==> src/hw/rp_pkg.sv <==
// shared widths and constants of the normalized difference path
// adc sample width, sum and ratio formats, dac limits, led timing

package rp_pkg;

  //////////////////////////////
  // data path widths
  //////////////////////////////

  localparam int ADC_W  = 14;  // adc sample and dac code
  localparam int SUM_W  = 15;  // a+b and a-b without overflow
  localparam int FRAC_W = 12;  // ratio fraction bits, 1.0 -> 4096

  // |diff| shifted up by the fraction bits
  localparam int DIVIDEND_W = SUM_W + FRAC_W;

  // divider step counter, counts 0 .. DIVIDEND_W-1
  localparam int STEP_W = $clog2(DIVIDEND_W);

  //////////////////////////////
  // dac range
  //////////////////////////////

  localparam int DAC_MAX =  8191;  // largest signed code
  localparam int DAC_MIN = -8192;  // smallest signed code

  //////////////////////////////
  // led
  //////////////////////////////

  localparam int LED_CNT_W = 28;

  // about 1 s per half period at 125 MHz
  localparam logic [LED_CNT_W-1:0] LED_HALF_PERIOD_DEF = 28'd125_000_000;

endpackage

==> src/hw/adc_frontend.sv <==
// adc front end
// registers both raw adc words, turns negative-slope offset code
// into two's complement

`timescale 1ns/1ps

module adc_frontend (
  input  logic                              adc_clk,
  input  logic                              rst_n_i,
  input  logic        [rp_pkg::ADC_W-1:0]   adc_a_raw_i,  // raw, neg-slope
  input  logic        [rp_pkg::ADC_W-1:0]   adc_b_raw_i,
  output logic signed [rp_pkg::ADC_W-1:0]   adc_a_o,      // two's complement
  output logic signed [rp_pkg::ADC_W-1:0]   adc_b_o
);

  // keep msb, flip the rest
  always_ff @(posedge adc_clk or negedge rst_n_i) begin
    if (!rst_n_i) begin
      adc_a_o <= '0;
      adc_b_o <= '0;
    end else begin
      adc_a_o <= {adc_a_raw_i[rp_pkg::ADC_W-1], ~adc_a_raw_i[rp_pkg::ADC_W-2:0]};
      adc_b_o <= {adc_b_raw_i[rp_pkg::ADC_W-1], ~adc_b_raw_i[rp_pkg::ADC_W-2:0]};
    end
  end

endmodule

==> src/hw/dac_output.sv <==
// dac output stage
// holds the dac codes in inverted neg-slope form, marks each
// update and drives the dac reset pin

`timescale 1ns/1ps

module dac_output (
  input  logic                              adc_clk,
  input  logic                              rst_n_i,
  input  logic signed [rp_pkg::ADC_W-1:0]   sum_i,
  input  logic signed [rp_pkg::ADC_W-1:0]   ratio_i,
  input  logic                              upd_i,
  output logic        [rp_pkg::ADC_W-1:0]   dac_a_o,     // sum
  output logic        [rp_pkg::ADC_W-1:0]   dac_b_o,     // ratio
  output logic                              dac_upd_o,
  output logic                              dac_reset_o
);

  // dac codes, all ones is 0
  always_ff @(posedge adc_clk or negedge rst_n_i) begin
    if (!rst_n_i) begin
      dac_a_o   <= '1;
      dac_b_o   <= '1;
      dac_upd_o <= 1'b0;
    end else begin
      dac_upd_o <= upd_i;
      if (upd_i) begin
        dac_a_o <= ~sum_i;    // two's complement to neg-slope
        dac_b_o <= ~ratio_i;
      end
    end
  end

  // dac held in reset until the first edge after release
  always_ff @(posedge adc_clk or negedge rst_n_i) begin
    if (!rst_n_i)
      dac_reset_o <= 1'b1;
    else
      dac_reset_o <= 1'b0;
  end

endmodule

==> src/hw/led_blinker.sv <==
// led blinker
// toggles the led every half_period clock cycles

`timescale 1ns/1ps

module led_blinker #(
  parameter logic [rp_pkg::LED_CNT_W-1:0] half_period = rp_pkg::LED_HALF_PERIOD_DEF
) (
  input  logic adc_clk,
  input  logic rst_n_i,
  output logic led_o
);

  logic [rp_pkg::LED_CNT_W-1:0] cnt;  // cycles into the current half period

  always_ff @(posedge adc_clk or negedge rst_n_i) begin
    if (!rst_n_i) begin
      cnt   <= '0;
      led_o <= 1'b0;
    end else if (cnt == half_period - 1'b1) begin
      cnt   <= '0;      // restart
      led_o <= ~led_o;
    end else begin
      cnt <= cnt + 1'b1;
    end
  end

endmodule

==> src/hw/norm_diff_ctrl.sv <==
// normalized difference controller
// registers a+b and a-b, hands |diff|<<12 / |sum| to the serial
// divider over req/ack, then signs and clamps sum and ratio to 14 bits

`timescale 1ns/1ps

module norm_diff_ctrl (
  input  logic                                  adc_clk,
  input  logic                                  rst_n_i,
  input  logic signed [rp_pkg::ADC_W-1:0]       adc_a_i,
  input  logic signed [rp_pkg::ADC_W-1:0]       adc_b_i,
  output logic                                  div_req_o,
  output logic        [rp_pkg::DIVIDEND_W-1:0]  div_dividend_o,  // |diff| << FRAC_W
  output logic        [rp_pkg::SUM_W-1:0]       div_divisor_o,   // |sum|, never 0
  input  logic                                  div_ack_i,
  input  logic        [rp_pkg::DIVIDEND_W-1:0]  div_quot_i,
  output logic signed [rp_pkg::ADC_W-1:0]       sum_o,
  output logic signed [rp_pkg::ADC_W-1:0]       ratio_o,
  output logic                                  upd_o            // one cycle strobe
);

  logic signed [rp_pkg::SUM_W-1:0] sum_r;     // a+b
  logic signed [rp_pkg::SUM_W-1:0] diff_r;    // a-b
  logic        [rp_pkg::SUM_W-1:0] sum_mag;
  logic        [rp_pkg::SUM_W-1:0] diff_mag;
  logic                            res_neg;   // ratio sign, kept while divider runs
  logic                            idle;

  // clamp 15 bit sum into dac range
  function automatic logic signed [rp_pkg::ADC_W-1:0] sat_sum(
    input logic signed [rp_pkg::SUM_W-1:0] s
  );
    if (s > rp_pkg::DAC_MAX)
      return rp_pkg::ADC_W'(rp_pkg::DAC_MAX);
    if (s < rp_pkg::DAC_MIN)
      return rp_pkg::ADC_W'(rp_pkg::DAC_MIN);
    return s[rp_pkg::ADC_W-1:0];
  endfunction

  assign sum_mag  = sum_r[rp_pkg::SUM_W-1]  ? rp_pkg::SUM_W'(-sum_r)  : sum_r;
  assign diff_mag = diff_r[rp_pkg::SUM_W-1] ? rp_pkg::SUM_W'(-diff_r) : diff_r;

  // no open handshake and no strobe this cycle
  assign idle = !div_req_o && !div_ack_i && !upd_o;

  always_ff @(posedge adc_clk or negedge rst_n_i) begin
    if (!rst_n_i) begin
      sum_r          <= '0;
      diff_r         <= '0;
      div_req_o      <= 1'b0;
      div_dividend_o <= '0;
      div_divisor_o  <= '0;
      res_neg        <= 1'b0;
      sum_o          <= '0;
      ratio_o        <= '0;
      upd_o          <= 1'b0;
    end else begin
      sum_r  <= adc_a_i + adc_b_i;  // free running
      diff_r <= adc_a_i - adc_b_i;
      upd_o  <= 1'b0;
      if (idle) begin
        sum_o <= sat_sum(sum_r);
        if (sum_r == '0) begin
          ratio_o <= '0;  // no division by zero, answer directly
          upd_o   <= 1'b1;
        end else begin
          div_dividend_o <= {diff_mag, {rp_pkg::FRAC_W{1'b0}}};
          div_divisor_o  <= sum_mag;
          res_neg        <= sum_r[rp_pkg::SUM_W-1] ^ diff_r[rp_pkg::SUM_W-1];
          div_req_o      <= 1'b1;
        end
      end else if (div_req_o && div_ack_i) begin
        div_req_o <= 1'b0;  // quotient taken, release
        upd_o     <= 1'b1;
        if (!res_neg)
          ratio_o <= (div_quot_i > rp_pkg::DAC_MAX) ? rp_pkg::ADC_W'(rp_pkg::DAC_MAX)
                                                    : div_quot_i[rp_pkg::ADC_W-1:0];
        else
          ratio_o <= (div_quot_i > -rp_pkg::DAC_MIN) ? rp_pkg::ADC_W'(rp_pkg::DAC_MIN)
                                                     : rp_pkg::ADC_W'(-div_quot_i);
      end
    end
  end

endmodule

==> src/hw/rp_norm_top.sv <==
// normalized difference top level
// adc a/b in, dac a gets a+b, dac b gets (a-b)/(a+b) in 1.12,
// plus dac reset and a blinking led

`timescale 1ns/1ps

module rp_norm_top #(
  parameter logic [rp_pkg::LED_CNT_W-1:0] led_half_period = rp_pkg::LED_HALF_PERIOD_DEF
) (
  input  logic                        adc_clk,
  input  logic                        rst_n_i,
  input  logic [rp_pkg::ADC_W-1:0]    adc_a_raw_i,
  input  logic [rp_pkg::ADC_W-1:0]    adc_b_raw_i,
  output logic [rp_pkg::ADC_W-1:0]    dac_a_o,      // sum
  output logic [rp_pkg::ADC_W-1:0]    dac_b_o,      // normalized difference
  output logic                        dac_upd_o,
  output logic                        dac_reset_o,
  output logic                        led_o
);

  //////////////////////////////
  // local signals
  //////////////////////////////

  logic signed [rp_pkg::ADC_W-1:0]      adc_a;
  logic signed [rp_pkg::ADC_W-1:0]      adc_b;
  logic                                 div_req;
  logic        [rp_pkg::DIVIDEND_W-1:0] div_dividend;
  logic        [rp_pkg::SUM_W-1:0]      div_divisor;
  logic                                 div_ack;
  logic        [rp_pkg::DIVIDEND_W-1:0] div_quot;
  logic signed [rp_pkg::ADC_W-1:0]      sum_sat;
  logic signed [rp_pkg::ADC_W-1:0]      ratio_sat;
  logic                                 upd;

  //////////////////////////////
  // signal path
  //////////////////////////////

  adc_frontend i_adc_frontend (
    .adc_clk     (adc_clk),
    .rst_n_i     (rst_n_i),
    .adc_a_raw_i (adc_a_raw_i),
    .adc_b_raw_i (adc_b_raw_i),
    .adc_a_o     (adc_a),
    .adc_b_o     (adc_b)
  );

  norm_diff_ctrl i_norm_diff_ctrl (
    .adc_clk        (adc_clk),
    .rst_n_i        (rst_n_i),
    .adc_a_i        (adc_a),
    .adc_b_i        (adc_b),
    .div_req_o      (div_req),       // requester side
    .div_dividend_o (div_dividend),
    .div_divisor_o  (div_divisor),
    .div_ack_i      (div_ack),
    .div_quot_i     (div_quot),
    .sum_o          (sum_sat),
    .ratio_o        (ratio_sat),
    .upd_o          (upd)
  );

  serial_divider i_serial_divider (
    .adc_clk    (adc_clk),
    .rst_n_i    (rst_n_i),
    .req_i      (div_req),
    .dividend_i (div_dividend),
    .divisor_i  (div_divisor),
    .ack_o      (div_ack),
    .quot_o     (div_quot)
  );

  dac_output i_dac_output (
    .adc_clk     (adc_clk),
    .rst_n_i     (rst_n_i),
    .sum_i       (sum_sat),          // swapped as on the board, sum on dac a
    .ratio_i     (ratio_sat),
    .upd_i       (upd),
    .dac_a_o     (dac_a_o),
    .dac_b_o     (dac_b_o),
    .dac_upd_o   (dac_upd_o),
    .dac_reset_o (dac_reset_o)
  );

  // heartbeat
  led_blinker #(
    .half_period (led_half_period)
  ) i_led_blinker (
    .adc_clk (adc_clk),
    .rst_n_i (rst_n_i),
    .led_o   (led_o)
  );

endmodule

==> src/hw/serial_divider.sv <==
// serial divider
// restoring shift-subtract, one quotient bit per clock,
// acknowledging side of the four-phase req/ack handshake

`timescale 1ns/1ps

module serial_divider (
  input  logic                                adc_clk,
  input  logic                                rst_n_i,
  input  logic                                req_i,
  input  logic [rp_pkg::DIVIDEND_W-1:0]       dividend_i,
  input  logic [rp_pkg::SUM_W-1:0]            divisor_i,   // held by requester
  output logic                                ack_o,
  output logic [rp_pkg::DIVIDEND_W-1:0]       quot_o
);

  logic [rp_pkg::SUM_W-1:0]       rem_r;     // partial remainder
  logic [rp_pkg::DIVIDEND_W-1:0]  quot_r;    // dividend out at top, quotient in at bottom
  logic [rp_pkg::STEP_W-1:0]      step_cnt;
  logic                           busy;
  logic                           start;
  logic [rp_pkg::SUM_W:0]         trial;     // remainder with next dividend bit
  logic [rp_pkg::SUM_W:0]         trial_sub;
  logic                           fits;      // divisor goes in, quotient bit 1

  //////////////////////////////
  // step logic
  //////////////////////////////

  assign trial     = {rem_r, quot_r[rp_pkg::DIVIDEND_W-1]};
  assign trial_sub = trial - {1'b0, divisor_i};
  assign fits      = trial >= {1'b0, divisor_i};

  // accept only a fresh request
  assign start = req_i && !busy && !ack_o;

  assign quot_o = quot_r;

  // datapath
  always_ff @(posedge adc_clk) begin
    if (start) begin
      rem_r  <= '0;
      quot_r <= dividend_i;
    end else if (busy) begin
      // remainder stays below divisor, top bit is never needed
      rem_r  <= fits ? trial_sub[rp_pkg::SUM_W-1:0] : trial[rp_pkg::SUM_W-1:0];
      quot_r <= {quot_r[rp_pkg::DIVIDEND_W-2:0], fits};
    end
  end

  //////////////////////////////
  // handshake and step count
  //////////////////////////////

  always_ff @(posedge adc_clk or negedge rst_n_i) begin
    if (!rst_n_i) begin
      busy     <= 1'b0;
      ack_o    <= 1'b0;
      step_cnt <= '0;
    end else begin
      if (start) begin
        busy     <= 1'b1;
        step_cnt <= '0;
      end else if (busy) begin
        step_cnt <= step_cnt + 1'b1;
        if (step_cnt == rp_pkg::STEP_W'(rp_pkg::DIVIDEND_W - 1)) begin
          busy  <= 1'b0;  // last bit lands with ack
          ack_o <= 1'b1;
        end
      end else if (ack_o && !req_i) begin
        ack_o <= 1'b0;    // requester let go
      end
    end
  end

endmodule

==> config.mk <==
export PLATFORM = sky130hd
export DESIGN_NAME = rp_norm_top
export DESIGN_NICKNAME = d
export VERILOG_FILES = /design/src/hw/rp_pkg.sv /design/src/hw/adc_frontend.sv /design/src/hw/dac_output.sv /design/src/hw/led_blinker.sv /design/src/hw/norm_diff_ctrl.sv /design/src/hw/rp_norm_top.sv /design/src/hw/serial_divider.sv
export SDC_FILE = /design/constraint.sdc
export NUM_CORES = 1
export LEC_CHECK = 0
export ABC_AREA = 1
export BUFFER_PORTS_ARGS = -buffer_cell sky130_fd_sc_hd__buf_4
export CELL_PAD_IN_SITES_DETAIL_PLACEMENT = 1
export CELL_PAD_IN_SITES_GLOBAL_PLACEMENT = 1
export CORE_MARGIN = 2
export CORE_UTILIZATION = 42
export DETAILED_ROUTE_END_ITERATION = 8
export PLACE_DENSITY = 0.78
export SYNTH_ARGS = -nofsm -noshare
export SYNTH_HDL_FRONTEND = slang
export SYNTH_SLANG_ARGS = --single-unit
==> constraint.sdc <==
create_clock -name adc_clk -period 2.12 [get_ports adc_clk]
set_clock_uncertainty 0.2 [all_clocks]
set_input_delay 0.212 -clock adc_clk [delete_from_list [all_inputs] [get_ports adc_clk]]
set_output_delay 0.212 -clock adc_clk [all_outputs]
set_load 0.005 [all_outputs]
==> results.sh <==
export IMPL_io_pins=61
export IMPL_synth_common_cells="421 x nand2_1, 212 x inv_1, 154 x dfrtp_1, 99 x nor2_1, 87 x o21ai_0"
export IMPL_fp_coreArea_um2=28700
export IMPL_required_ns=2.29
export IMPL_synthArstFlopShare=0.813
export IMPL_netlist_instances=1521
export IMPL_p_per_area_nw_per_um2=1510
export IMPL_synth_area_per_cell_um2=8.05
export IMPL_ant_nets=0
export IMPL_drtIter0Drc=482
export IMPL_cts_max_level=1
export IMPL_yosysTopAreaCellShare=0.315
export IMPL_synth_most_common_cell="nand2_1"
export IMPL_setup_ws_ns=-0.0896
export IMPL_peakVddDrop_mv=0.609
export IMPL_clkLatencyLatePin_ns=0.53
export IMPL_reg2reg_to="i_serial_divider.quot_o[0]"
export IMPL_setup_viol=16
export IMPL_cts_sinks=225
export IMPL_portBuffers=60
export IMPL_worst_pin_slew_ns=0.714
export IMPL_cts_made_buffers=25
export IMPL_relSlewSlack=0.524
export IMPL_viasPerCell=5.11
export IMPL_grt_max_degree=58
export IMPL_synth_top_cells_by_area="dfrtp_1 31%, nand2_1 13%, edfxtp_1 6.6%, inv_1 6.5%, dfstp_2 6.2%"
export IMPL_dp_hpwl_um=25300
export IMPL_period_minus_slack_ns=2.21
export IMPL_drv_cap=0
export IMPL_period_share=1.04
export IMPL_fillers=3412
export IMPL_critPathLaunchType="flop"
export IMPL_crit_fanout=5
export IMPL_endpoint_kind="flop"
export IMPL_wirelength_um=36400
export IMPL_vias=10800
export IMPL_die_area_um2=30500
export IMPL_first_global_vias=11700
export IMPL_yosysTopAreaCell="dfrtp_1"
export IMPL_final_nets=1791
export IMPL_synth_nets=1605
export IMPL_critical_path_class="reg -> reg"
export IMPL_initial_core_util=0.427
export IMPL_clockBufferDepth=3
export IMPL_area_delta_synth_final_pct=27.4
export IMPL_regToRegStartpoint="i_norm_diff_ctrl.div_divisor_o[0]"
export IMPL_root_buffer="clkbuf_16"
export IMPL_power_mw=23.5
export IMPL_ff_latch_area_um2=5730
export IMPL_drive_gt1_frac=0.227
export IMPL_grt_total_usage=0.234
export IMPL_grt_pass1_wl_um=58400
export IMPL_utilization=0.544
export IMPL_arrival_ns=2.38
export IMPL_report_final_slew_viol_count=0
export IMPL_rows=62
export IMPL_die_x_um=175
export IMPL_status="finished, violations left"
export IMPL_fmax_mhz=453
export IMPL_gp_congestion=0.892
export IMPL_cts_tree="yes"
export IMPL_p_leak_nw=7.73
export IMPL_grt_antenna_before_repair=0
export IMPL_hp_class="in -> async"
export IMPL_clk_pin_slew_ns=0.06
export IMPL_syn_area_um2=12200
export IMPL_drc_errors=0
export IMPL_synth_distinct_cells=51
export IMPL_r2r_setup_slack_ns=-0.09
export IMPL_hold_violations=0
export IMPL_ys_ff_latch=225
export IMPL_ys_warn_count=0
export IMPL_multiInputGateArea_um2=6000
export IMPL_wl_per_cell_um=17.3
export IMPL_synth_edff_count=27
export IMPL_ys_seq_area_frac=0.468
export IMPL_overflow=0
export IMPL_antenna_cells=0
export IMPL_rsz0062_at_grt="true"
export IMPL_yosys_most_used_dff="dfrtp_1"
export IMPL_violations="negative setup slack"
export IMPL_die_y_um=175
export IMPL_ff2ff_path_depth=11
export IMPL_dr_pass1_iters=5
## repair_timing
action                                  CTS  global route
hold buffers                             29             0
endpoints found under the setup margin   38            79
buffers inserted                          7            24
pin swaps                                 8            34
gates cloned                              1             1
gates resized for setup                  22           108
endpoints found under the hold margin   184             0
## report_power, final
part | total (mW) | switching (mW) | leakage [nW] | internal [mW]
logic | 11.4 | 6.67 | 4.68 | 4.71
clock network | 4.67 | 1.80 | 0.436 | 2.87
registers | 7.45 | 1.18 | 2.62 | 6.26
## registers in the layout (all words and copies together), names as in the netlist, 15 cells and up
name and count:
i_led_blinker.cnt 28, i_serial_divider.quot_o 27, i_serial_divider.rem_r 15, i_norm_diff_ctrl.div_divisor_o 15, i_norm_diff_ctrl.diff_r 15
## layer usage
metal | vias up | routed length, µm | GRT usage
met3 | 91 | 903 | 0.0252
li1 | 5180 | - | -
met2 | 193 | 19300 | 0.435
met4 | 0 | 1400 | 0.0865
met1 | 5311 | 14700 | 0.278
met5 | - | 0 | 0
## how the worst max path moves through the flow
stage               slack (ns)                          to  depth (start not counted)                               from
CTS                      -0.04   i_serial_divider.rem_r[0]                         12  i_norm_diff_ctrl.div_divisor_o[0]
detailed placement       -0.12   i_serial_divider.rem_r[0]                         12  i_norm_diff_ctrl.div_divisor_o[0]
global route             -0.20  i_serial_divider.rem_r[10]                         12  i_norm_diff_ctrl.div_divisor_o[0]
finish                   -0.09  i_serial_divider.quot_o[0]                         11  i_norm_diff_ctrl.div_divisor_o[0]
global placement         -0.03  i_serial_divider.rem_r[13]                         12  i_norm_diff_ctrl.div_divisor_o[0]
floorplan                 0.01   i_serial_divider.rem_r[3]                         13  i_norm_diff_ctrl.div_divisor_o[0]
## critical path, stage by stage (launching register included)
cell     delay [ns]
dfrtp_1        0.38
ha_2           0.19
fa_2           0.35
inv_2          0.09
nand3_2        0.09
nand2_2        0.11
nand2_2        0.07
nand3_4        0.09
nand2_8        0.09
buf_6          0.14
buf_4          0.13
a21oi_4        0.12
## final cells by class
class / instances / area share
inverters: 236 / 0.0568
repair buffers: 196 / 0.104
clock inverters: 10 / 0.0100
clock buffers: 36 / 0.0466
flip-flops and latches: 225 / 0.367
multi-input cells: 1023 / 0.384
well taps: 384 / 0.0308
## metrics by stage
| stage | TNS, ns | cell area, µm² | hold slack [ns] | std cells | worst slack, ns |
|---|---|---|---|---|---|
| finish | -0.782 | 15600 | 0.00491 | 2110 | -0.0896 |
| global route | -3.41 | 15600 | 0.0411 | 2110 | -0.205 |
| CTS | -0.329 | 15000 | 0.0335 | 2085 | -0.0355 |
| detailed placement | -1.90 | 13600 | -0.00118 | 2002 | -0.119 |
| global placement | -0.185 | 13600 | -0.00579 | 2002 | -0.0296 |
| floorplan | 0 | 12300 | -0.284 | 1521 | 0.0146 |
## layout by cell type, fill, tap and decap left out, types with 9 or more instances in the layout
master / netlist / layout
ha_1: 51 / 31
nand3b_1: 13 / 13
edfxtp_1: 27 / 27
nor2_1: 99 / 90
dfxtp_1: 15 / 15
nand3_2: 2 / 11
xnor2_1: 14 / 13
o21ai_0: 87 / 81
dfrtp_1: 154 / 154
nand2_2: 6 / 23
xor2_1: 62 / 61
o21ai_1: 14 / 18
nand3_1: 83 / 72
dlygate4sd3_1: 0 / 29
nand4_1: 26 / 26
inv_1: 212 / 200
ha_4: 0 / 12
clkbuf_16: 0 / 25
a21oi_1: 45 / 39
nor2_2: 2 / 9
dfstp_2: 29 / 29
nor3_1: 34 / 29
inv_2: 21 / 33
nand2_1: 421 / 402
buf_4: 1 / 154
a21oi_2: 8 / 12
## logic make-up after synthesis
kind of cell	count (synthesis)	share of synthesized area
adder cells (fa/ha/maj)	54	0.0570
AND/OR/NAND/NOR	715	0.255
AO/OA/AOI/OAI	175	0.0789
flip-flops	225	0.468
buffers and inverters	275	0.0867
other	1	0.000306
XOR/XNOR	76	0.0543
Power figures use the tool's default switching activity.
